`config.mk`:
```
export PLATFORM = sky130hd
export DESIGN_NAME = soc_timer
export DESIGN_NICKNAME = d
export VERILOG_FILES = /design/src/verilog/soc_pkg.sv /design/src/verilog/soc_timer.sv
export SDC_FILE = /design/constraint.sdc
export NUM_CORES = 1
export LEC_CHECK = 0
export BUFFER_PORTS_ARGS = -buffer_cell sky130_fd_sc_hd__buf_2
export CAP_MARGIN = 40
export CORE_UTILIZATION = 30
export DETAILED_ROUTE_END_ITERATION = 6
export SETUP_SLACK_MARGIN = 0.3
export SYNTH_ARGS = -nofsm -noshare
export SYNTH_HDL_FRONTEND = slang
export SYNTH_SLANG_ARGS = --single-unit
```
`constraint.sdc`:
```
create_clock -name clk_in -period 6 [get_ports clk_in]
set_clock_uncertainty 0.1 [all_clocks]
set_input_delay 1.2 -clock clk_in [delete_from_list [all_inputs] [get_ports clk_in]]
set_output_delay 1.2 -clock clk_in [all_outputs]
set_load 0.02 [all_outputs]
```
`src/verilog/soc_pkg.sv`:
```
package soc_pkg;

    localparam int XLEN      = 32;
    localparam int ADDR_W    = 32;
    localparam int MEM_IDX_W = 20;                       // Word index field of an address.

    typedef logic [XLEN-1:0] uint_x;
    typedef logic [63:0]     uint64;

    typedef enum logic [3:0] {
        MTIME_LO    = 4'd0,
        MTIME_HI    = 4'd1,
        MTIMECMP_LO = 4'd2,
        MTIMECMP_HI = 4'd3,
        CYCLE_LO    = 4'd4,
        CYCLE_HI    = 4'd5,
        GP          = 4'd6,
        EXIT        = 4'd7
    } mmio_reg_e;

    // One address word, seen either as a memory word or as an MMIO register.
    typedef union packed {
        struct packed {
            logic                        is_mmio;
            logic [ADDR_W-MEM_IDX_W-4:0] unused;
            logic [MEM_IDX_W-1:0]        word_idx;
            logic [1:0]                  byte_off;
        } mem;
        struct packed {
            logic              is_mmio;
            logic [ADDR_W-8:0] unused;
            mmio_reg_e         reg_idx;                  // Bits 5..2.
            logic [1:0]        byte_off;
        } mmio;
    } bus_addr_u;

endpackage

```
`src/verilog/soc_timer.sv`:
```
module soc_timer #(
    parameter int FMAX_MHz = 27
) (
    input  logic           clk_in,
    input  logic           reset,
    output soc_pkg::uint64 mtime,
    output soc_pkg::uint64 cycle
);

    localparam int PRESC_W = (FMAX_MHz > 1) ? $clog2(FMAX_MHz) : 1;
    localparam logic [PRESC_W-1:0] PRESC_MAX = PRESC_W'(FMAX_MHz - 1);

    logic [PRESC_W-1:0] presc;
    logic               tick_us;

    assign tick_us = (presc == PRESC_MAX);               // One microsecond elapsed.

    always_ff @(posedge clk_in) begin
        if (reset) begin
            presc <= '0;
            cycle <= '0;
            mtime <= '0;
        end else begin
            cycle <= cycle + 64'd1;
            if (tick_us) begin
                presc <= '0;
                mtime <= mtime + 64'd1;
            end else begin
                presc <= presc + 1'b1;
            end
        end
    end

endmodule

```
==> results.sh <==
export IMPL_post_cts_buffers=0
export IMPL_overflow=0
export IMPL_fp_dieArea_sq_mm=0.02132
export IMPL_r2r_slack_ns=2.71
export IMPL_dp_hpwl_um=11600
export IMPL_start_kind="flip-flop"
export IMPL_vias_per_cell=5.043
export IMPL_die_h_um=146.0
export IMPL_area_growth_pct=24.25
export IMPL_final_area_sq_mm=0.007731
export IMPL_grt_pass1_wl_um=26720
export IMPL_numCtsBuffers=17
export IMPL_worstReg2RegStart="presc[0]"
export IMPL_grt_pass1_vias=5171
export IMPL_max_cap_violations=0
export IMPL_worstMarginPinSlew_ns=0.8103
export IMPL_ys_seq_area_frac=0.4279
export IMPL_synthFlopType="dfxtp_1"
export IMPL_setup_tns_final_ns=0
export IMPL_status="finished clean"
export IMPL_synth_seq_cells=133
export IMPL_max_slew_margin=0.4582
export IMPL_h_tree_depth=4
export IMPL_utilization=0.3809
export IMPL_routedWlPerCell_um=14.22
export IMPL_r2r_end="mtime[57]"
export IMPL_antenna_left=0
export IMPL_path_clk_slew_ns=0.06
export IMPL_r2r_cells=7
export IMPL_cts_sinks=133
export IMPL_hp_start="presc[0]"
export IMPL_crit_family="simple AND/OR/NAND/NOR gates"
export IMPL_grtUsageTotal=0.1549
export IMPL_drtIter0Drc=386
export IMPL_gp_congestion=0.7506
export IMPL_cts_max_path_buffers=2
export IMPL_dr_pass1_iters=5
export IMPL_setup_viol=0
export IMPL_hold_class="reg2reg"
export IMPL_synth_area_leaders="dfxtp_1, nor2_1, xor2_1"
export IMPL_drive_gt1_frac=0.2075
export IMPL_worstPathMaxFanout=21
export IMPL_synth_cell_types=34
export IMPL_rsz0062_at_grt="false"
export IMPL_port_buffers=129
export IMPL_crit_arrival_ns=3.54
export IMPL_ir_drop_uv=173.4
export IMPL_crit_required_ns=6.25
export IMPL_antenna_found_initial=0
export IMPL_die_w_um=146.0
export IMPL_cts_hold_buf=0
export IMPL_syn_area_sq_mm=0.006222
export IMPL_core_area_sq_mm=0.02030
export IMPL_hold_ws_ns=0.3676
export IMPL_path_cells="inv_1 > ha_1 > nand4b_4 > nor4_2 > nand4_1 > or4_1 > a21oi_1"
export IMPL_max_clock_freq_ghz=0.3039
export IMPL_start_util=0.3065
export IMPL_drt_total_wl_um=16390
export IMPL_cts_tree="built"
export IMPL_worst_path_max_delay_cell="nand4_1"
export IMPL_cts_root_buf="clkbuf_16"
export IMPL_ios=130
export IMPL_path_buf_inv=1
export IMPL_nets=875
export IMPL_async_flop_share=0
export IMPL_syn_avg_cell_area_sq_um=8.352
export IMPL_power_mw=1.959
export IMPL_critPathLaunch="presc[0]"
export IMPL_maxSlewViolCount=0
export IMPL_yosysWarnings=0
export IMPL_end_kind="flip-flop"
export IMPL_fin_crit_ns=3.291
export IMPL_drc=0
export IMPL_rows=52
export IMPL_path_depth=7
export IMPL_cts_resized=0
export IMPL_insertion_delay_ns=0.42
export IMPL_grt_start_max_net_pins=71
export IMPL_netlist_area_leader_share=0.4279
export IMPL_hold_viol=0
export IMPL_num_antenna_cells=0
export IMPL_cellPowerDensity_mw_per_mm2=253.4
export IMPL_synthCells=745
export IMPL_yosys_area_top_type="dfxtp_1"
export IMPL_max_stage_delay_ns=0.79
export IMPL_endpoint="mtime[57]"
export IMPL_synth_edf_count=0
export IMPL_period_share=0.5485
export IMPL_crit_type="reg2reg"
export IMPL_p_leak_nw=2.814
export IMPL_vias=5809
export IMPL_synth_nets=751
export IMPL_place_area_sq_mm=0.007143
cell families (layout without fill, tap and decap cells):
family / after synthesis / in the layout / synth area share
flops: 133 / 133 / 0.4279
buf+inv: 42 / 179 / 0.02574
compound gates: 89 / 89 / 0.07561
simple gates: 394 / 394 / 0.3455
mux: 1 / 1 / 0.001810
xor+xnor: 82 / 82 / 0.1154
fa+ha+maj: 4 / 4 / 0.008044
registers in the layout (all words and copies together), names as in the netlist:
signal and flops:
cycle 64, mtime 64, presc 5
worst min-delay path by stage:
| stage | endpoint | depth (start not counted) |
|---|---|---|
| 6_report | presc[0] | 1 |
| 2_1_floorplan | presc[0] | 1 |
| 5_1_grt | cycle[62] | 2 |
| 4_1_cts | presc[0] | 1 |
| 3_5_place_dp | presc[0] | 1 |
| 3_3_place_gp | presc[0] | 1 |
metrics by stage:
stage,std cells,worst slack [ns]
floorplan,745,3.649
global placement,1119,2.877
detailed placement,1120,2.751
CTS,1152,2.724
global route,1152,2.431
finish,1152,2.709
per-layer routing:
| metal | GRT usage | vias to the layer above | wire length [um] |
|---|---|---|---|
| met3 | 0.03875 | 18 | 842 |
| met4 | 0.06250 | 0 | 290 |
| met1 | 0.2118 | 2718 | 8103 |
| met5 | 0 | - | 0 |
| met2 | 0.2328 | 132 | 7150 |
| li1 | - | 2941 | - |
report_power, final:
part / internal (mW) / switching [mW] / total [mW]
clock network: 0.627 / 0.411 / 1.04
registers: 0.886 / 0.00450 / 0.891
logic: 0.00805 / 0.0216 / 0.0296
synthesized netlist by cell type (3+ instances only):
library cell  number
nor2_1           104
ha_1               4
nand4_1           54
nand2_1           50
xnor2_1           39
xor2_1            43
or3_1             38
o21ai_0           33
a21oi_1           46
and2_1             7
nand3_1           45
dfxtp_1          133
nor4_1            19
nor4_2             6
and3_1             4
nor3_1            19
o31ai_1           10
or4_1             13
inv_1             16
or4b_2             3
and4_1            15
clkbuf_1          23
or2_2              6
placed cells by master (no fill, tap or decap), types with 4 or more instances in the layout:
cell type / count
dfxtp_1: 133
clkbuf_8: 5
nor4_1: 19
clkbuf_16: 17
and4_1: 15
xnor2_1: 39
nor2_1: 104
nor3_1: 19
or4_1: 13
o21ai_0: 33
nor4_2: 6
o31ai_1: 10
inv_1: 16
and2_1: 7
buf_2: 128
xor2_1: 43
nand4_1: 54
or2_2: 6
and3_1: 4
nand2_1: 50
nand3_1: 45
ha_1: 4
or3_1: 38
a21oi_1: 46
final cells by class:
class / count / area (sq um)
inverters: 16 / 60.06
multi-input cells: 570 / 3400
clock buffers: 22 / 494.2
fillers: 2075 / 12570
clock inverters: 10 / 93.84
flip-flops and latches: 133 / 2663
well taps: 270 / 337.8
repair buffers: 131 / 683.2
worst register-to-register path: cells and delay by family, from the launching register on:
family / cells / cell delay, ns
AND/OR/NAND/NOR: 4 / 2.39
flip-flops: 1 / 0.33
adder cells (fa/ha/maj): 1 / 0.20
AO/OA/AOI/OAI: 1 / 0.14
buffers and inverters: 1 / 0.07
(Power assumes the default switching activity.)
