**config.mk**
```make
export PLATFORM = sky130hd
export DESIGN_NAME = mem_bus_arbiter_flat
export DESIGN_NICKNAME = d
export VERILOG_FILES = /design/src/verilog/soc_pkg.sv /design/src/verilog/mem_bus_if.sv /design/src/verilog/mem_bus_arbiter.sv /design/src/flat_wrapper.sv
export SDC_FILE = /design/constraint.sdc
export NUM_CORES = 1
export LEC_CHECK = 0
export ABC_AREA = 1
export ABC_CLOCK_PERIOD_IN_PS = 1700
export BUFFER_PORTS_ARGS = -buffer_cell sky130_fd_sc_hd__buf_4
export CORE_AREA = 2 2 117 119
export DETAILED_ROUTE_END_ITERATION = 8
export DIE_AREA = 0 0 119 121
export PLACE_DENSITY = 0.49
export SYNTH_ARGS = -nofsm -noshare
export SYNTH_HDL_FRONTEND = slang
export SYNTH_SLANG_ARGS = --single-unit
```
**constraint.sdc**
```tcl
create_clock -name clk_in -period 1.7 [get_ports clk_in]
set_clock_uncertainty 0.1 [all_clocks]
set_input_delay 0.34 -clock clk_in [delete_from_list [all_inputs] [get_ports clk_in]]
set_output_delay 0.34 -clock clk_in [all_outputs]
set_load 0.1 [all_outputs]
```
**src/verilog/soc_pkg.sv**
```systemverilog
package soc_pkg;

    localparam int XLEN      = 32;
    localparam int ADDR_W    = 32;
    localparam int MEM_IDX_W = 20;                       // Word index field of an address.

    typedef logic [XLEN-1:0] uint_x;
    typedef logic [63:0]     uint64;

    typedef enum logic [3:0] {
        MTIME_LO    = 4'd0,
        MTIME_HI    = 4'd1,
        MTIMECMP_LO = 4'd2,
        MTIMECMP_HI = 4'd3,
        CYCLE_LO    = 4'd4,
        CYCLE_HI    = 4'd5,
        GP          = 4'd6,
        EXIT        = 4'd7
    } mmio_reg_e;

    // One address word, seen either as a memory word or as an MMIO register.
    typedef union packed {
        struct packed {
            logic                        is_mmio;
            logic [ADDR_W-MEM_IDX_W-4:0] unused;
            logic [MEM_IDX_W-1:0]        word_idx;
            logic [1:0]                  byte_off;
        } mem;
        struct packed {
            logic              is_mmio;
            logic [ADDR_W-8:0] unused;
            mmio_reg_e         reg_idx;                  // Bits 5..2.
            logic [1:0]        byte_off;
        } mmio;
    } bus_addr_u;

endpackage

```
**src/verilog/mem_bus_if.sv**
```systemverilog
interface mem_bus_if;
    import soc_pkg::*;

    logic  req_valid;
    logic  req_ready;
    uint_x req_addr;
    logic  req_wen;
    uint_x req_wdata;
    logic  resp_valid;
    uint_x resp_rdata;                                   // Zero on write responses.

    modport requester (
        output req_valid,
        output req_addr,
        output req_wen,
        output req_wdata,
        input  req_ready,
        input  resp_valid,
        input  resp_rdata
    );

    modport responder (
        input  req_valid,
        input  req_addr,
        input  req_wen,
        input  req_wdata,
        output req_ready,
        output resp_valid,
        output resp_rdata
    );

endinterface

```
**src/verilog/mem_bus_arbiter.sv**
```systemverilog
module mem_bus_arbiter (
    input  logic         clk_in,
    input  logic         reset,
    mem_bus_if.responder ibus,
    mem_bus_if.responder dbus,
    mem_bus_if.requester mem
);

    logic busy;
    logic owner_d;
    logic last_d;
    logic grant_i;
    logic grant_d;
    logic xfer;

    // Loser of the previous contest wins a tie.
    always_comb begin
        grant_i = 1'b0;
        grant_d = 1'b0;
        if (!busy) begin
            if (ibus.req_valid && dbus.req_valid) begin
                grant_d = !last_d;
                grant_i = last_d;
            end else begin
                grant_i = ibus.req_valid;
                grant_d = dbus.req_valid;
            end
        end
    end

    assign mem.req_valid = grant_i || grant_d;
    assign mem.req_addr  = grant_d ? dbus.req_addr  : ibus.req_addr;
    assign mem.req_wen   = grant_d ? dbus.req_wen   : ibus.req_wen;
    assign mem.req_wdata = grant_d ? dbus.req_wdata : ibus.req_wdata;

    assign ibus.req_ready = grant_i && mem.req_ready;
    assign dbus.req_ready = grant_d && mem.req_ready;

    assign xfer = mem.req_valid && mem.req_ready;

    // Response goes back to whoever owns the outstanding request.
    assign ibus.resp_valid = mem.resp_valid && !owner_d;
    assign dbus.resp_valid = mem.resp_valid && owner_d;
    assign ibus.resp_rdata = mem.resp_rdata;
    assign dbus.resp_rdata = mem.resp_rdata;

    always_ff @(posedge clk_in) begin
        if (reset) begin
            busy    <= 1'b0;
            owner_d <= 1'b0;
            last_d  <= 1'b0;
        end else if (xfer) begin
            busy    <= 1'b1;
            owner_d <= grant_d;
            last_d  <= grant_d;
        end else if (mem.resp_valid) begin
            busy <= 1'b0;
        end
    end

    a_one_grant: assert property (@(posedge clk_in) disable iff (reset)
        !(grant_i && grant_d));

    // Memory must not answer a request this arbiter never passed on.
    a_resp_owned: assert property (@(posedge clk_in) disable iff (reset)
        mem.resp_valid |-> busy);

endmodule

```
**src/flat_wrapper.sv**
```systemverilog
// flat-port wrapper written by rule: the top's interface ports become plain ports
module mem_bus_arbiter_flat 
  (clk_in, reset, ibus_req_valid, ibus_req_addr, ibus_req_wen, ibus_req_wdata, ibus_req_ready, ibus_resp_valid, ibus_resp_rdata, dbus_req_valid, dbus_req_addr, dbus_req_wen, dbus_req_wdata, dbus_req_ready, dbus_resp_valid, dbus_resp_rdata, mem_req_valid, mem_req_addr, mem_req_wen, mem_req_wdata, mem_req_ready, mem_resp_valid, mem_resp_rdata);
  mem_bus_if ibus_i ();
  mem_bus_if dbus_i ();
  mem_bus_if mem_i ();
  input  logic clk_in;
  input  logic reset;
  input wire logic [$bits(ibus_i.req_valid)-1:0] ibus_req_valid;
  input wire logic [$bits(ibus_i.req_addr)-1:0] ibus_req_addr;
  input wire logic [$bits(ibus_i.req_wen)-1:0] ibus_req_wen;
  input wire logic [$bits(ibus_i.req_wdata)-1:0] ibus_req_wdata;
  output wire logic [$bits(ibus_i.req_ready)-1:0] ibus_req_ready;
  output wire logic [$bits(ibus_i.resp_valid)-1:0] ibus_resp_valid;
  output wire logic [$bits(ibus_i.resp_rdata)-1:0] ibus_resp_rdata;
  input wire logic [$bits(dbus_i.req_valid)-1:0] dbus_req_valid;
  input wire logic [$bits(dbus_i.req_addr)-1:0] dbus_req_addr;
  input wire logic [$bits(dbus_i.req_wen)-1:0] dbus_req_wen;
  input wire logic [$bits(dbus_i.req_wdata)-1:0] dbus_req_wdata;
  output wire logic [$bits(dbus_i.req_ready)-1:0] dbus_req_ready;
  output wire logic [$bits(dbus_i.resp_valid)-1:0] dbus_resp_valid;
  output wire logic [$bits(dbus_i.resp_rdata)-1:0] dbus_resp_rdata;
  output wire logic [$bits(mem_i.req_valid)-1:0] mem_req_valid;
  output wire logic [$bits(mem_i.req_addr)-1:0] mem_req_addr;
  output wire logic [$bits(mem_i.req_wen)-1:0] mem_req_wen;
  output wire logic [$bits(mem_i.req_wdata)-1:0] mem_req_wdata;
  input wire logic [$bits(mem_i.req_ready)-1:0] mem_req_ready;
  input wire logic [$bits(mem_i.resp_valid)-1:0] mem_resp_valid;
  input wire logic [$bits(mem_i.resp_rdata)-1:0] mem_resp_rdata;
  assign ibus_i.req_valid = ibus_req_valid;
  assign ibus_i.req_addr = ibus_req_addr;
  assign ibus_i.req_wen = ibus_req_wen;
  assign ibus_i.req_wdata = ibus_req_wdata;
  assign ibus_req_ready = ibus_i.req_ready;
  assign ibus_resp_valid = ibus_i.resp_valid;
  assign ibus_resp_rdata = ibus_i.resp_rdata;
  assign dbus_i.req_valid = dbus_req_valid;
  assign dbus_i.req_addr = dbus_req_addr;
  assign dbus_i.req_wen = dbus_req_wen;
  assign dbus_i.req_wdata = dbus_req_wdata;
  assign dbus_req_ready = dbus_i.req_ready;
  assign dbus_resp_valid = dbus_i.resp_valid;
  assign dbus_resp_rdata = dbus_i.resp_rdata;
  assign mem_req_valid = mem_i.req_valid;
  assign mem_req_addr = mem_i.req_addr;
  assign mem_req_wen = mem_i.req_wen;
  assign mem_req_wdata = mem_i.req_wdata;
  assign mem_i.req_ready = mem_req_ready;
  assign mem_i.resp_valid = mem_resp_valid;
  assign mem_i.resp_rdata = mem_resp_rdata;
  mem_bus_arbiter u_core (.clk_in(clk_in), .reset(reset), .ibus(ibus_i), .dbus(dbus_i), .mem(mem_i));
endmodule
```
==> impl_metrics.ini <==
[worst_setup_path]
arrival_ps = 1420
cp_num_buf_inv = 3
cp_max_fo = 20
r2r_cells = 7
cp.depth = 7
r2r_slack_ps = 470
r2r-end = u_core.owner_d$_SDFFE_PP0P_
r2r-start = u_core.owner_d$_SDFFE_PP0P_
max_stage_delay_ps = 340
startpoint_type = flip-flop
startpoint = u_core.owner_d$_SDFFE_PP0P_
critPathCaptureType = output port
crit_slowest_cell = dfxtp_2
critical_path_required_ps = 1260
crit_type = flip-flop to output port
crit_family = buffers and inverters
crit_chain = nand2_4, nand3_4, buf_12, buf_12, nand2_2, o21ai_4, buf_12
cpMostUsedCell = buf_12
crit_path_end = mem_req_addr[2]

[sta]
max_slew_margin_pct = 81.1
setup_violations = 68
maxSlewViolCount = 0
holdWs_ps = 188
max_freq_ghz = 0.538
hold_violations = 0
period_needed_ps = 1860
setup_ws_ps = -159
rsz0062_at_grt = yes
tightest_slew_ps = 286
fin_crit_sh_pct = 109

[cells_and_area]
layout.nets = 621
drive_above_1_share_pct = 80.9
diodes = 0
area_growth_pct = 140
fin_area_um2 = 4820

[logic_synthesis]
synth_top_area_share_pct = 28.3
ys_seq_elements = 2
synth_commonest_cells = inv_1 (69), o21ai_2 (65), buf_4 (64)
syn-num-nets = 463
syn_area_per_cell_um2 = 6.82
synth_edf_count = 0
syn_inst = 295
yosysSeqAreaShare_pct = 1.99
synth_cell_type_count = 19
synth_area_leaders = o21ai_2 (28%), buf_4 (24%), nand2_2 (17%), inv_1 (13%), buf_12 (7.0%)
async_reset_ff_share_pct = 0
ys.flop_type = dfxtp_1
yosysMostFrequentCell = inv_1
yosysWarnings = 0
synth_top_area_cell = o21ai_2
synth_area_um2 = 2010

[routing]
post_drt_via_cell_ratio = 3.70
drtIter0Drc = 31
vias = 2317
dr.pass1.iters = 3
route.detailed.drc = 0
drtAntennaViolNets = 0
drt_wl_total_um = 7220
avgRoutedWirePerCell_um = 11.5

[global_routing]
grt_pass1_wl_um = 11000
grt_max_degree = 21
grtUsageTotal_pct = 9.27
antenna_found_initial = 0
grt_pass1_vias = 2410
gr-total-overflow = 0

[clock_network]
cts.clk_slew.worst_paths_ps = 30
insertion_delay_ps = 220
cts_made_buffers = 3
numClockSinks = 2
ctsRootBufferMaster = clkbuf_16
cts_tree = done
ctsHtreeMaxLevel = 1
cts_max_path_buffers = 2

[flow_run]
cap_violations = 0

[floorplan]
core_area_um2 = 13100
io_pins = 302
dieHeight_um = 121
die_area_um2 = 14400
initial_core_util_pct = 15.4
core.rowCount = 42
die_w_um = 119

[status]
outcome = complete, but fails checks
violations = negative setup slack

[placed_design]
portBuffers = 205
dp_hpwl_um = 6030
place_area_um2 = 3730
routabilityCongestion = 0.824

[power_and_ir_drop]
vdd_drop_max_mv = 0.262
seqPwrFrac_pct = 1.5
power.share.clock_pct = 10.0
leakage_nw = 2.38
swShare_pct = 56.1
p_switching_w = 0.00196
p_int_w = 0.00153
power_density_nw_per_um2 = 724
combPwrFrac_pct = 88.4

[min_path]
min_path_type = input pin to flip-flop
power by group through the flow:
| stage | Clock (W) | Combinational [W] | Sequential [W] |
|---|---|---|---|
| after floorplan | 0 | 0.00259 | 0.0000549 |
| after global placement | 0 | 0.00249 | 0.0000545 |
| after detailed placement | 0 | 0.00251 | 0.0000546 |
| after CTS | 0.000358 | 0.00307 | 0.0000540 |
| after global routing | 0.000366 | 0.00318 | 0.0000543 |
| final | 0.000350 | 0.00309 | 0.0000539 |
per-layer routing:
metal | vias up | wire length (um) | GRT usage (%)
met5 | - | 0 | 0
li1 | 1129 | - | -
met4 | 0 | 132 | 3.87
met1 | 1035 | 2300 | 8.64
met2 | 138 | 4100 | 18.8
met3 | 15 | 690 | 2.49
flip-flops by register name (all words and copies together) (netlist names):
| signal | count |
|---|---|
| u_core.owner_d | 1 |
| u_core.busy | 1 |
kinds of logic (layout without fill, tap and decap cells):
| group | count (synthesis) | in the layout | synth area share [%] |
|---|---|---|---|
| buffers and inverters | 148 | 304 | 46.5 |
| and+or+nand+nor | 77 | 77 | 22.3 |
| AOI/OAI and AO/OA | 68 | 68 | 29.2 |
| DFF | 2 | 2 | 1.99 |
final cells by class:
cell class | count | area (um^2)
Clock buffer | 3 | 75.1
Fill cell | 1298 | 8260
Inverter | 70 | 263
Multi-Input combinational cell | 145 | 1470
Sequential cell | 2 | 41.3
Tap cell | 176 | 220
Timing Repair Buffer | 231 | 2750
per-stage QoR:
step | setup slack [ps] | util, % | TNS [ps] | instances | power (W)
floorplan | -357 | - | -11230 | 295 | 0.00265
global placement | -147 | 28.5 | -7410 | 621 | 0.00254
detailed placement | -151 | 28.5 | -7870 | 621 | 0.00256
CTS | -184 | 36.2 | -9480 | 625 | 0.00348
global route | -226 | 36.9 | -12180 | 627 | 0.00360
finish | -159 | 36.9 | -8360 | 627 | 0.00349
what timing repair did:
| item | in CTS | in global routing |
|---|---|---|
| gates cloned | 0 | 1 |
| resized for setup | 219 | 9 |
| setup buffers | 1 | 1 |
| setup endpoints to repair | 68 | 68 |
| pin swaps | 1 | 1 |
| hold buffers | 0 | 0 |
worst min-delay path by stage:
stage / start / end / slack, ps / depth (start not counted)
6_report: reset / u_core.owner_d$_SDFFE_PP0P_ / 190 / 2
3_5_place_dp: u_core.busy$_SDFFE_PP0P_ / u_core.busy$_SDFFE_PP0P_ / 360 / 2
5_1_grt: reset / u_core.owner_d$_SDFFE_PP0P_ / 200 / 2
2_1_floorplan: reset / u_core.owner_d$_SDFFE_PP0P_ / 300 / 1
4_1_cts: reset / u_core.owner_d$_SDFFE_PP0P_ / 190 / 2
3_3_place_gp: u_core.busy$_SDFFE_PP0P_ / u_core.busy$_SDFFE_PP0P_ / 370 / 2
cells in the final DEF (no fill, tap or decap), types with 2 or more instances in the layout:
master and instances:
o21ai_4 49, nand2_4 8, nand2_2 51, o21ai_2 16
buf_12 77, nor2_4 2, buf_6 5, buf_4 147
inv_1 69, clkbuf_16 4, nand2_1 11, nor2_1 2
Power figures use the tool's default switching activity.
