==> src/verilog/soc_pkg.sv <==
package soc_pkg;

    localparam int XLEN      = 32;
    localparam int ADDR_W    = 32;
    localparam int MEM_IDX_W = 20;                       // Word index field of an address.

    typedef logic [XLEN-1:0] uint_x;
    typedef logic [63:0]     uint64;

    typedef enum logic [3:0] {
        MTIME_LO    = 4'd0,
        MTIME_HI    = 4'd1,
        MTIMECMP_LO = 4'd2,
        MTIMECMP_HI = 4'd3,
        CYCLE_LO    = 4'd4,
        CYCLE_HI    = 4'd5,
        GP          = 4'd6,
        EXIT        = 4'd7
    } mmio_reg_e;

    // One address word, seen either as a memory word or as an MMIO register.
    typedef union packed {
        struct packed {
            logic                        is_mmio;
            logic [ADDR_W-MEM_IDX_W-4:0] unused;
            logic [MEM_IDX_W-1:0]        word_idx;
            logic [1:0]                  byte_off;
        } mem;
        struct packed {
            logic              is_mmio;
            logic [ADDR_W-8:0] unused;
            mmio_reg_e         reg_idx;                  // Bits 5..2.
            logic [1:0]        byte_off;
        } mmio;
    } bus_addr_u;

endpackage

==> src/verilog/mem_bus_if.sv <==
interface mem_bus_if;
    import soc_pkg::*;

    logic  req_valid;
    logic  req_ready;
    uint_x req_addr;
    logic  req_wen;
    uint_x req_wdata;
    logic  resp_valid;
    uint_x resp_rdata;                                   // Zero on write responses.

    modport requester (
        output req_valid,
        output req_addr,
        output req_wen,
        output req_wdata,
        input  req_ready,
        input  resp_valid,
        input  resp_rdata
    );

    modport responder (
        input  req_valid,
        input  req_addr,
        input  req_wen,
        input  req_wdata,
        output req_ready,
        output resp_valid,
        output resp_rdata
    );

endinterface

==> src/verilog/mmio_cntr.sv <==
module mmio_cntr (
    input  logic           clk_in,
    input  logic           reset,
    mem_bus_if.responder   core,
    mem_bus_if.requester   mem,
    input  soc_pkg::uint64 mtime,
    input  soc_pkg::uint64 cycle,
    output logic [5:0]     led,
    output logic           exit,
    output logic           timer_irq
);
    import soc_pkg::*;

    bus_addr_u addr_u;
    logic      is_mmio;
    logic      mmio_xfer;
    logic      mem_xfer;
    logic      mem_pending;
    logic      mmio_resp_valid;
    uint_x     mmio_rdata;
    uint_x     reg_rdata;
    uint_x     gp;
    uint64     mtimecmp;

    assign addr_u  = core.req_addr;
    assign is_mmio = addr_u.mem.is_mmio;

    // Memory accesses go out untouched.
    assign mem.req_valid = core.req_valid && !is_mmio;
    assign mem.req_addr  = core.req_addr;
    assign mem.req_wen   = core.req_wen;
    assign mem.req_wdata = core.req_wdata;

    assign core.req_ready = is_mmio ? !mem_pending : mem.req_ready;

    assign mmio_xfer = core.req_valid && core.req_ready && is_mmio;
    assign mem_xfer  = mem.req_valid && mem.req_ready;

    assign core.resp_valid = mmio_resp_valid || mem.resp_valid;
    assign core.resp_rdata = mmio_resp_valid ? mmio_rdata : mem.resp_rdata;

    assign led = ~gp[5:0];                               // LEDs are active low.

    always_comb begin
        case (addr_u.mmio.reg_idx)
            MTIME_LO:    reg_rdata = mtime[31:0];
            MTIME_HI:    reg_rdata = mtime[63:32];
            MTIMECMP_LO: reg_rdata = mtimecmp[31:0];
            MTIMECMP_HI: reg_rdata = mtimecmp[63:32];
            CYCLE_LO:    reg_rdata = cycle[31:0];
            CYCLE_HI:    reg_rdata = cycle[63:32];
            GP:          reg_rdata = gp;
            EXIT:        reg_rdata = uint_x'(exit);
            default:     reg_rdata = '0;
        endcase
    end

    always_ff @(posedge clk_in) begin
        if (reset) begin
            mmio_resp_valid <= 1'b0;
            mem_pending     <= 1'b0;
            mtimecmp        <= '1;
            gp              <= '0;
            exit            <= 1'b0;
            timer_irq       <= 1'b0;
        end else begin
            mmio_resp_valid <= mmio_xfer;
            timer_irq       <= (mtime >= mtimecmp);
            if (mem_xfer) begin
                mem_pending <= 1'b1;
            end else if (mem.resp_valid) begin
                mem_pending <= 1'b0;
            end
            if (mmio_xfer && core.req_wen) begin
                case (addr_u.mmio.reg_idx)
                    MTIMECMP_LO: mtimecmp[31:0]  <= core.req_wdata;
                    MTIMECMP_HI: mtimecmp[63:32] <= core.req_wdata;
                    GP:          gp              <= core.req_wdata;
                    EXIT:        exit            <= 1'b1;  // Sticky until reset.
                    default:     ;                         // Counters are read only.
                endcase
            end
        end
    end

    always_ff @(posedge clk_in) begin
        if (mmio_xfer) begin
            mmio_rdata <= core.req_wen ? '0 : reg_rdata;
        end
    end

    // Local and forwarded answers share one response channel.
    a_resp_exclusive: assert property (@(posedge clk_in) disable iff (reset)
        !(mmio_resp_valid && mem.resp_valid));

endmodule

==> src/flat_wrapper.sv <==
// flat-port wrapper written by rule: the top's interface ports become plain ports
module mmio_cntr_flat import soc_pkg::*;
  (clk_in, reset, mtime, cycle, led, exit, timer_irq, core_req_valid, core_req_addr, core_req_wen, core_req_wdata, core_req_ready, core_resp_valid, core_resp_rdata, mem_req_valid, mem_req_addr, mem_req_wen, mem_req_wdata, mem_req_ready, mem_resp_valid, mem_resp_rdata);
  mem_bus_if core_i ();
  mem_bus_if mem_i ();
  input  logic clk_in;
  input  logic reset;
  input  soc_pkg::uint64 mtime;
  input  soc_pkg::uint64 cycle;
  output logic [5:0] led;
  output logic exit;
  output logic timer_irq;
  input wire logic [$bits(core_i.req_valid)-1:0] core_req_valid;
  input wire logic [$bits(core_i.req_addr)-1:0] core_req_addr;
  input wire logic [$bits(core_i.req_wen)-1:0] core_req_wen;
  input wire logic [$bits(core_i.req_wdata)-1:0] core_req_wdata;
  output wire logic [$bits(core_i.req_ready)-1:0] core_req_ready;
  output wire logic [$bits(core_i.resp_valid)-1:0] core_resp_valid;
  output wire logic [$bits(core_i.resp_rdata)-1:0] core_resp_rdata;
  output wire logic [$bits(mem_i.req_valid)-1:0] mem_req_valid;
  output wire logic [$bits(mem_i.req_addr)-1:0] mem_req_addr;
  output wire logic [$bits(mem_i.req_wen)-1:0] mem_req_wen;
  output wire logic [$bits(mem_i.req_wdata)-1:0] mem_req_wdata;
  input wire logic [$bits(mem_i.req_ready)-1:0] mem_req_ready;
  input wire logic [$bits(mem_i.resp_valid)-1:0] mem_resp_valid;
  input wire logic [$bits(mem_i.resp_rdata)-1:0] mem_resp_rdata;
  assign core_i.req_valid = core_req_valid;
  assign core_i.req_addr = core_req_addr;
  assign core_i.req_wen = core_req_wen;
  assign core_i.req_wdata = core_req_wdata;
  assign core_req_ready = core_i.req_ready;
  assign core_resp_valid = core_i.resp_valid;
  assign core_resp_rdata = core_i.resp_rdata;
  assign mem_req_valid = mem_i.req_valid;
  assign mem_req_addr = mem_i.req_addr;
  assign mem_req_wen = mem_i.req_wen;
  assign mem_req_wdata = mem_i.req_wdata;
  assign mem_i.req_ready = mem_req_ready;
  assign mem_i.resp_valid = mem_resp_valid;
  assign mem_i.resp_rdata = mem_resp_rdata;
  mmio_cntr u_core (.clk_in(clk_in), .reset(reset), .core(core_i), .mem(mem_i), .mtime(mtime), .cycle(cycle), .led(led), .exit(exit), .timer_irq(timer_irq));
endmodule
==> config.mk <==
export PLATFORM = sky130hd
export DESIGN_NAME = mmio_cntr_flat
export DESIGN_NICKNAME = d
export VERILOG_FILES = /design/src/verilog/soc_pkg.sv /design/src/verilog/mem_bus_if.sv /design/src/verilog/mmio_cntr.sv /design/src/flat_wrapper.sv
export SDC_FILE = /design/constraint.sdc
export NUM_CORES = 1
export LEC_CHECK = 0
export ABC_CLOCK_PERIOD_IN_PS = 2900
export BUFFER_PORTS_ARGS = -buffer_cell sky130_fd_sc_hd__buf_2
export CAP_MARGIN = 15
export CORE_ASPECT_RATIO = 0.75
export CORE_MARGIN = 2
export CORE_UTILIZATION = 50
export DETAILED_ROUTE_END_ITERATION = 16
export GPL_TIMING_DRIVEN = 0
export PLACE_DENSITY = 0.8
export SYNTH_ARGS = -nofsm -noshare
export SYNTH_HDL_FRONTEND = slang
export SYNTH_SLANG_ARGS = --single-unit
==> constraint.sdc <==
create_clock -name clk_in -period 2.9 [get_ports clk_in]
set_input_delay 0 -clock clk_in [delete_from_list [all_inputs] [get_ports clk_in]]
set_output_delay 0 -clock clk_in [all_outputs]
set_load 0.005 [all_outputs]
==> results of run 1 <==
[worst paths after layout]
path / from / end
hold reg to reg: u_core.gp[27] / u_core.gp[27]
hold / removal: mtime[28] / u_core.mmio_rdata[28]
setup reg to reg: u_core.mtimecmp[30] / u_core.timer_irq
setup / recovery: u_core.mtimecmp[30] / u_core.timer_irq
[routing by layer]
metal	track usage (%)	vias up	routed length, um	part of all wire (%)
met5	0	-	0	0
met4	10.8	0	936	2.8
met3	10.3	78	4230	13
met2	56.6	630	14900	45
met1	46.6	4326	13100	40
li1	-	4313	-	-
[metrics by stage]
stage | hold WS [ns] | area [sq um] | total power, W
floorplan | 0.0375 | 8630 | 0.00233
global placement | 0.166 | 10400 | 0.00270
detailed placement | 0.166 | 10500 | 0.00272
CTS | 0.00691 | 11500 | 0.00515
global route | 0.0205 | 11600 | 0.00531
finish | 0.00747 | 11600 | 0.00517
[state kept, by name, indices dropped and copies added (netlist names)]
name,flops
u_core.mmio_resp_valid,1
u_core.mem_pending,1
u_core.gp,32
u_core.mmio_rdata,32
u_core.mtimecmp,64
u_core.timer_irq,1
u_core.exit,1
[power groups by stage]
stage	Clock [W]	Sequential, W	Combinational, W
floorplan	0	0.00196	0.000367
finish	0.00242	0.00193	0.000820
detailed placement	0	0.00197	0.000751
global route	0.00251	0.00193	0.000872
CTS	0.00242	0.00193	0.000800
global placement	0	0.00197	0.000738
[cell usage in the layout, fill, tap and decap left out, drive strengths merged, types with 3 or more instances in the layout]
cell | netlist | final
a211o | 64 | 64
a21o | 8 | 8
a21oi | 63 | 63
a222oi | 3 | 3
a22o | 30 | 30
a22oi | 57 | 57
a31oi | 29 | 29
and2 | 3 | 3
buf | 95 | 405
bufinv | 0 | 5
clkbuf | 37 | 55
clkinv | 0 | 4
dfxtp | 100 | 100
diode | 0 | 5
dlygate4sd3 | 0 | 42
edfxtp | 32 | 32
ha | 64 | 64
inv | 74 | 77
mux2 | 32 | 32
mux2i | 5 | 5
nand2 | 143 | 143
nand3 | 5 | 5
nand4 | 15 | 15
nor2 | 76 | 76
nor2b | 10 | 10
nor4 | 4 | 4
o211ai | 3 | 3
o21ai | 38 | 38
o22ai | 4 | 4
[logic make-up after synthesis]
logic type	Yosys count
AO/OA/AOI/OAI	306
AND/OR/NAND/NOR	266
buffers and inverters	206
flip-flops	132
adder cells (fa/ha/maj)	64
multiplexers	38
[worst max-delay path, delay by kind of cell, from the launching register on]
| kind | cells | cell delay (ns) |
|---|---|---|
| AO/OA/AOI/OAI | 3 | 0.68 |
| adder cells (fa/ha/maj) | 1 | 0.32 |
| buffers and inverters | 1 | 0.07 |
| flip-flops | 1 | 0.31 |
| AND/OR/NAND/NOR | 3 | 0.96 |
[final cells by class]
type                    count  share of cell area, %
clock inverters            14                   1.96
plain buffers             132                   7.15
well taps                 215                   2.33
multi-input cells         674                   39.5
repair buffers            352                   17.3
clock buffers              18                   3.71
inverters                  74                   2.40
diodes                      5                  0.108
flip-flops and latches    132                   25.6
==> results.json, run 1 <==
{
  "swShare_pct": 25.5,
  "syn_area_sq_mm": 0.00863,
  "clkSinkCount": 132,
  "wl_per_cell_um": 20.5,
  "synth_commonest_cells": "nand2_1 (142), dfxtp_1 (100), inv_1 (74)",
  "drc": 0,
  "post-route-period-util_pct": 83.2,
  "firstDrtPassIters": 8,
  "multi_input_area_sq_mm": 0.00456,
  "antenna_found_initial": 4,
  "worstSetupPathType": "reg -> reg",
  "hp-class": "in -> reg",
  "vias_per_cell": 5.78,
  "synth_compound_area_share_pct": 24.8,
  "htreeDepth": 4,
  "synth-edff-count": 32,
  "critPathRequiredTime_ns": 3.24,
  "setup_viol": 0,
  "critPathMaxStageDelay_ns": 0.62,
  "final_max_slew_viol_count": 0,
  "synth_area_leaders": "dfxtp_1 (23%), edfxtp_1 (11%), ha_1 (9.3%)",
  "synth_nets": 1306,
  "hpwl_um": 25000,
  "power_density_mw_per_mm2": 447,
  "slew_headroom_pct": 36.3,
  "muxShareOfSynthArea_pct": 5.02,
  "fin_setup_tns_ns": 0,
  "ant_nets": 0,
  "avgSynthCellArea_sq_um": 8.53,
  "status": "finished, final reports clean",
  "ys_ff_latch": 132,
  "clkPwrFrac_pct": 46.9,
  "path_cells": "inv_1 -> ha_1 -> nand4_1 -> nor4_1 -> nand2_1 -> o21ai_0 -> a2111oi_2 -> o21ai_1",
  "fin_skew_ns": 0.00906,
  "fmax_mhz": 414,
  "fin_cells": 1616,
  "fp.dieArea_sq_mm": 0.0183,
  "core_sq_mm": 0.0169,
  "cts_tree": "yes",
  "first_global_vias": 8923,
  "drt-initial-drc-count": 1294,
  "fin_nets": 1677,
  "grt_pass1_wl_um": 49300,
  "netSwitchingPower_w": 0.00132,
  "clkTransAtPathRegs_ns": 0.06,
  "min_path_cells": 3,
  "port_buffers": 309,
  "ys_types": 51,
  "num_rows": 41,
  "cts-resized-gates": 0,
  "synth_top_family_by_area": "compound AO/OA/AOI/OAI gates",
  "maxCapViolations": 0,
  "clk_path_buf_depth": 2,
  "ios": 338,
  "post-route-util_pct": 68.5,
  "yosysSeqAreaShare_pct": 34.3,
  "post-synth-top-count-cell": "nand2_1",
  "ys.flop_type": "dfxtp_1",
  "synthAdderAreaFrac_pct": 9.28,
  "die_h_um": 118,
  "worstPathArrival_ns": 2.75,
  "place.gp.congestion": 0.969,
  "synth_top_area_share_pct": 23.2,
  "ir_drop_mv": 0.387,
  "worst_slack_ns": 0.487,
  "synthXorXnorAreaFrac_pct": 0,
  "hold_violations": 0,
  "grt_max_degree": 20,
  "power.internal_w": 0.00385,
  "syn_inst": 1012,
  "dp.cells": 1537,
  "p_leak_nw": 5.60,
  "power_frac_comb_pct": 15.9,
  "critPathSlowestCell": "nor4_1",
  "grt_usage_pct": 35.5,
  "period_needed_ns": 2.41,
  "post-cts-setup-buffers": 0,
  "place_ws_ns": 0.559,
  "yosysTopAreaCell": "dfxtp_1",
  "tightest_slew_ns": 0.948,
  "r2r_setup_slack_ns": 0.49,
  "numCtsBuffers": 17,
  "area_delta_synth_final_pct": 34.0,
  "synth-simple-area-share_pct": 13.7,
  "pwr-share-seq_pct": 37.3,
  "rr_worst_depth": 8,
  "nFillCells": 1415,
  "initial_core_util_pct": 51.1,
  "drive_gt1_share_pct": 34.5,
  "crit_fanout": 3,
  "grt_remaining_overflow": 0,
  "end_kind": "flop",
  "seq_area_sq_mm": 0.00296,
  "clk_latency_ns": 0.43,
  "startpoint_type": "flop",
  "rsz0062_at_grt": "false",
  "die_w_um": 156,
  "cts_hold_buf": 42,
  "root_buffer": "clkbuf_16",
  "ys.warnings.count": 0,
  "vias": 9347,
  "synthArstFlopShare_pct": 0,
  "drt-total-wl_um": 33100
}
No activity file was read; power rests on OpenSTA's default activity.
==> run 2, diff against run 1 <==
--- a/config.mk
+++ b/config.mk
@@ -5,15 +5,15 @@
 export SDC_FILE = /design/constraint.sdc
 export NUM_CORES = 1
 export LEC_CHECK = 0
-export ABC_CLOCK_PERIOD_IN_PS = 2900
+export ABC_CLOCK_PERIOD_IN_PS = 2200
 export BUFFER_PORTS_ARGS = -buffer_cell sky130_fd_sc_hd__buf_2
 export CAP_MARGIN = 15
 export CORE_ASPECT_RATIO = 0.75
 export CORE_MARGIN = 2
-export CORE_UTILIZATION = 50
+export CORE_UTILIZATION = 45
 export DETAILED_ROUTE_END_ITERATION = 16
 export GPL_TIMING_DRIVEN = 0
-export PLACE_DENSITY = 0.8
+export PLACE_DENSITY = 0.76
 export SYNTH_ARGS = -nofsm -noshare
 export SYNTH_HDL_FRONTEND = slang
 export SYNTH_SLANG_ARGS = --single-unit
==> constraint.sdc (replaced) <==
create_clock -name clk_in -period 2.2 [get_ports clk_in]
set_input_delay 0 -clock clk_in [delete_from_list [all_inputs] [get_ports clk_in]]
set_output_delay 0 -clock clk_in [all_outputs]
set_load 0.005 [all_outputs]
==> results.json, run 2 (synthesis gave the netlist of run 1 again) <==
{
  "ir_drop_mv": 0.449,
  "grt_use_met2_pct": 49.9,
  "clk_latency_ns": 0.43,
  "post-route-period-util_pct": 98.2,
  "cts_tree": "yes",
  "layout_commonest_cell": "buf_2",
  "grt_remaining_overflow": 0,
  "ant_nets": 0,
  "slew_headroom_pct": 38.8,
  "mostFrequentLayoutCells": "buf_2 (328), nand2_1 (142), dfxtp_1 (100)",
  "grt_pass1_wl_um": 48000,
  "grt_max_degree": 18,
  "area_delta_synth_final_pct": 34.7,
  "power_density_mw_per_mm2": 576,
  "pwr-share-seq_pct": 37.9,
  "vias_per_cell": 5.65,
  "firstDrtPassIters": 6,
  "maxCapViolations": 0,
  "core_sq_mm": 0.0186,
  "top_regs": "u_core.mtimecmp x64, u_core.gp x32, u_core.mmio_rdata x32",
  "worstPathArrival_ns": 2.51,
  "final_max_slew_viol_count": 0,
  "grt-busiest-layer": "met2",
  "wl_per_cell_um": 20.5,
  "met1_usage_pct": 44.2,
  "design_area_sq_mm": 0.0116,
  "port_buffers": 309,
  "fin_nets": 1681,
  "regMostFlops": "u_core.mtimecmp",
  "initial_core_util_pct": 46.4,
  "die_w_um": 164,
  "die_h_um": 124,
  "fp.dieArea_sq_mm": 0.0203,
  "failed_checks": "hold timing",
  "critPathRequiredTime_ns": 2.55,
  "largest_reg_flops": 64,
  "drt-total-wl_um": 33800,
  "htreeDepth": 4,
  "swShare_pct": 26.1,
  "dp.cells": 1568,
  "power.internal_w": 0.00495,
  "p_leak_nw": 5.62,
  "clkSinkCount": 132,
  "drt-initial-drc-count": 1278,
  "fin_skew_ns": 0.00755,
  "root_buffer": "clkbuf_16",
  "tightest_slew_ns": 0.911,
  "hp-class": "in -> reg",
  "startpoint_type": "flop",
  "post_dp_cell_area_sq_mm": 0.0105,
  "vias": 9325,
  "clkPwrFrac_pct": 45.8,
  "numCtsBuffers": 17,
  "fin_cells": 1650,
  "num_rows": 43,
  "hpwl_um": 25500,
  "grt_usage_pct": 32.3,
  "crit_fanout": 3,
  "ios": 338,
  "clkTransAtPathRegs_ns": 0.06,
  "netSwitchingPower_w": 0.00175,
  "fmax_mhz": 463,
  "end_kind": "flop",
  "setup_viol": 0,
  "status": "finished with violations",
  "clk_path_buf_depth": 2,
  "hold_violations": 1,
  "place.gp.congestion": 0.948,
  "hold_ws_ns": -0.00176,
  "rsz0062_at_grt": "false",
  "drive_gt1_share_pct": 34.8,
  "first_global_vias": 8357,
  "antenna_found_initial": 7,
  "grt_use_met3_pct": 8.29,
  "period_needed_ns": 2.16,
  "total_power_w": 0.00670,
  "worstSetupPathType": "reg -> reg",
  "power_frac_comb_pct": 16.3,
  "drc": 0,
  "fin_setup_tns_ns": 0
}
## run 2: cell types whose count changed in the layout (fill, tap and decap cells not counted), sizes merged
cell         delta
and3b           +1
buf             +1
bufinv          -1
clkbuf          -1
clkinv          +1
diode           -2
dlygate4sd3     +2
inv             +1
## run 2: layout make-up
class / instances / area (sq um)
tap: 247 / 309
timing repair buffer: 355 / 2000
inverter: 74 / 278
fill: 1634 / 6990
buffer: 132 / 827
sequential: 132 / 2960
clock buffer: 17 / 425
antenna: 3 / 7.51
clock inverter: 15 / 201
multi-input combinational: 675 / 4610
## run 2: stage by stage
step | utilization [%] | setup slack [ns]
5_1_grt | 62.4 | 0.00978
6_report | 62.4 | 0.0386
2_1_floorplan | - | 0.230
3_3_place_gp | 56.3 | -0.138
4_1_cts | 62.2 | 0.00148
3_5_place_dp | 56.3 | -0.142
## run 2: power by group through the flow
stage / clock, W / sequential [W] / combinational (W)
3_3_place_gp: 0 / 0.00259 / 0.000985
4_1_cts: 0.00306 / 0.00254 / 0.00107
2_1_floorplan: 0 / 0.00259 / 0.000484
6_report: 0.00307 / 0.00254 / 0.00109
5_1_grt: 0.00318 / 0.00254 / 0.00117
3_5_place_dp: 0 / 0.00259 / 0.000992
## run 2: routing by layer
metal	part of all wire [%]	wire length [um]	vias up
li1	-	-	4322
met1	41	13900	4322
met2	44	14800	609
met3	12	4160	70
met4	2.8	960	2
met5	0.021	7	-
## run 2: worst max-delay path, cell delays in order (launching register included)
cell and delay (ns):
dfxtp_1 0.32, inv_1 0.07, ha_1 0.32, nand4_1 0.30, nor4_4 0.43, nand2_1 0.08
o21ai_1 0.26, a2111oi_2 0.09, o21ai_1 0.21
## run 2: timing repair
action	4_1_cts	5_1_grt
pin swaps	0	4
hold buffers	44	0
endpoints found under the hold margin	105	0
setup buffers	0	2
resized for setup	5	5
setup endpoints to repair	91	1
gates cloned	1	0
## run 2: path summary, 6_finish.rpt
path / cells past startpoint / endpoint / start / slack (ns)
hold reg to reg: 2 / u_core.gp[26] / u_core.gp[26] / 0.46
setup reg to reg: 8 / u_core.timer_irq / u_core.mtimecmp[30] / 0.04
setup / recovery: 8 / u_core.timer_irq / u_core.mtimecmp[30] / 0.04
hold / removal: 3 / u_core.mmio_rdata[31] / cycle[31] / -0.002
==> run 3, diff against run 2 <==
--- a/config.mk
+++ b/config.mk
@@ -5,15 +5,17 @@
 export SDC_FILE = /design/constraint.sdc
 export NUM_CORES = 1
 export LEC_CHECK = 0
+export ABC_AREA = 1
 export ABC_CLOCK_PERIOD_IN_PS = 2200
 export BUFFER_PORTS_ARGS = -buffer_cell sky130_fd_sc_hd__buf_2
 export CAP_MARGIN = 15
 export CORE_ASPECT_RATIO = 0.75
-export CORE_MARGIN = 2
+export CORE_MARGIN = 5
 export CORE_UTILIZATION = 45
 export DETAILED_ROUTE_END_ITERATION = 16
 export GPL_TIMING_DRIVEN = 0
 export PLACE_DENSITY = 0.76
+export SKIP_LAST_GASP = 1
 export SYNTH_ARGS = -nofsm -noshare
 export SYNTH_HDL_FRONTEND = slang
 export SYNTH_SLANG_ARGS = --single-unit
==> results.json, run 3 <==
{
  "synth_nets": 1447,
  "synth_top_area_share_pct": 23.9,
  "first_global_vias": 9003,
  "avgSynthCellArea_sq_um": 7.27,
  "drt-met1-wl_um": 13900,
  "drt-total-wl_um": 35900,
  "setup_viol": 0,
  "ys.warnings.count": 0,
  "wl_per_cell_um": 20.0,
  "core_sq_mm": 0.0184,
  "drc": 0,
  "post-synth-top-count-cell": "nand2_1",
  "synthArstFlopShare_pct": 0,
  "design_area_sq_mm": 0.0115,
  "wl_met2_um": 16000,
  "ys_ff_latch": 132,
  "reg2reg_to": "u_core.mtimecmp[41]",
  "rr_worst_depth": 6,
  "fmax_mhz": 538,
  "ir_drop_mv": 0.464,
  "worstHoldStart": "mtime[4]",
  "vias": 9727,
  "drive_gt1_share_pct": 29.7,
  "critPathRequiredTime_ns": 2.39,
  "r2r-start": "u_core.mem_pending",
  "final_max_slew_viol_count": 0,
  "regMostFlops": "u_core.mtimecmp",
  "ys.flop_type": "dfxtp_1",
  "synth_area_leaders": "dfxtp_1 (24%), nand2_1 (13%), edfxtp_1 (11%)",
  "p_leak_nw": 6.09,
  "topRoutingLayerUsed": "met5",
  "clkTransAtPathRegs_ns": 0.06,
  "grt_remaining_overflow": 0,
  "nFillCells": 1699,
  "slew_headroom_pct": 40.3,
  "vias_per_cell": 5.41,
  "synth-edff-count": 32,
  "min_path_cells": 3,
  "yosysTopAreaCell": "dfxtp_1",
  "syn_inst": 1153,
  "ys_types": 36,
  "hold_violations": 0,
  "dp.cells": 1709,
  "ant_nets": 0,
  "crit_fanout": 10,
  "cts-resized-gates": 0,
  "numCtsBuffers": 17,
  "root_buffer": "clkbuf_16",
  "fin_setup_tns_ns": 0,
  "clk_latency_ns": 0.43,
  "fin_nets": 1831,
  "die_w_um": 168,
  "antenna_cells": 0,
  "firstDrtPassIters": 6,
  "fin_skew_ns": 0.00743,
  "post_dp_cell_area_sq_mm": 0.0103,
  "area_delta_synth_final_pct": 36.7,
  "post-route-period-util_pct": 84.4,
  "startpoint_type": "input pin",
  "power_density_mw_per_mm2": 593,
  "fin_cells": 1797,
  "yosysSeqAreaShare_pct": 35.3,
  "clkSinkCount": 132,
  "ios": 338,
  "end_kind": "flop",
  "worstSetupPathType": "in -> reg",
  "tightest_slew_ns": 0.895,
  "largest_reg_flops": 64,
  "mostFrequentLayoutCells": "buf_2 (330), nand2_1 (283), a21oi_1 (136)",
  "syn_area_sq_mm": 0.00838,
  "rsz0062_at_grt": "false",
  "layout_commonest_cell": "buf_2",
  "place.gp.congestion": 0.994,
  "worstPathArrival_ns": 2.05,
  "port_buffers": 308,
  "dr_wl_met3_um": 4840,
  "grt_usage_pct": 31.7,
  "drt-initial-drc-count": 1205,
  "hpwl_um": 27100,
  "period_needed_ns": 1.86,
  "holdPathEnd": "u_core.mmio_rdata[4]",
  "die_h_um": 128,
  "hp-class": "in -> reg",
  "fp.dieArea_sq_mm": 0.0215,
  "cts_tree": "yes",
  "antenna_found_initial": 2,
  "initial_core_util_pct": 45.6,
  "maxCapViolations": 0,
  "grt_pass1_wl_um": 51800,
  "clk_path_buf_depth": 2,
  "grt_max_degree": 20,
  "post-route-util_pct": 62.3,
  "r2r_setup_slack_ns": 0.35,
  "num_rows": 43,
  "htreeDepth": 4,
  "synth_commonest_cells": "nand2_1 (283), a21oi_1 (136), o21ai_0 (112)",
  "status": "finished, final reports clean",
  "top_regs": "u_core.mtimecmp x64, u_core.gp x32, u_core.mmio_rdata x32"
}
run 3: cell types whose count changed after synthesis, moves of 32 or more:
cell	before	now
a21oi_1	63	136
o21ai_0	37	112
nand2_1	142	283
mux2_2	32	0
a211o_1	64	0
a22oi_1	57	0
run 3: kinds of logic (layout without fill, tap and decap cells):
| kind of cell | after synthesis | in the layout | share of synthesized area (%) |
|---|---|---|---|
| and+or+nand+nor | 408 | 408 | 19.6 |
| adders and majority gates | 64 | 64 | 9.55 |
| buffers and inverters | 229 | 626 | 14.3 |
| AOI/OAI and AO/OA | 320 | 320 | 21.1 |
| DFF | 132 | 132 | 35.3 |
run 3: metal layers:
metal | vias up | global-route usage, %
met1 | 4366 | 42.7
li1 | 4566 | -
met2 | 689 | 49.3
met3 | 102 | 8.20
met5 | - | 0
met4 | 4 | 11.9
run 3: what timing repair did:
action | CTS | global route
hold endpoints to repair | 110 | 0
hold buffers | 56 | 0
setup buffers | 1 | 0
pin swaps | 1 | 0
endpoints found under the setup margin | 39 | 1
run 3: per-stage QoR:
step           worst slack [ns]  hold slack [ns]  power, W
3_3_place_gp             -0.474            0.168   0.00356
6_report                  0.343           0.0118   0.00680
3_5_place_dp            -0.0506            0.168   0.00357
4_1_cts                  0.0925          0.00217   0.00677
2_1_floorplan             0.106           0.0386   0.00304
5_1_grt                   0.246           0.0108   0.00699
run 3: where the power goes:
| part | internal (W) | switching [W] | leakage [nW] | total, W |
|---|---|---|---|---|
| registers | 0.00254 | 0.0000141 | 1.11 | 0.00255 |
| logic | 0.000493 | 0.000585 | 4.68 | 0.00108 |
| clock network | 0.00201 | 0.00116 | 0.311 | 0.00317 |
| total | 0.00504 | 0.00176 | 6.09 | 0.00680 |
run 3: area by class of cell:
class	instances	area, sq um	area share [%]
plain buffers	124	808	7.05
clock buffers	19	433	3.78
clock inverters	13	208	1.81
inverters	105	394	3.44
multi-input cells	792	4220	36.8
flip-flops and latches	132	2960	25.9
well taps	247	309	2.70
repair buffers	365	2130	18.6
run 3: worst max-delay path by stage:
stage / from / endpoint / slack, ns / depth (start not counted)
after floorplan: u_core.mem_pending / u_core.gp[5] / 0.11 / 7
after global routing: u_core.mtimecmp[13] / u_core.timer_irq / 0.25 / 12
final: core_req_addr[2] / u_core.mmio_rdata[29] / 0.34 / 9
after CTS: u_core.gp[4] / u_core.mmio_rdata[4] / 0.09 / 6
after detailed placement: u_core.mem_pending / u_core.mtimecmp[24] / -0.05 / 6
after global placement: u_core.mem_pending / u_core.mtimecmp[21] / -0.47 / 5
run 3: worst max-delay path, stage by stage:
cell and delay, ns:
buf_2 0.14, nand2_1 0.10, inv_1 0.08, nand2_4 0.16, buf_2 0.36, o21ai_0 0.14
a211oi_1 0.34, a31oi_1 0.13, dlygate4sd3_1 0.59
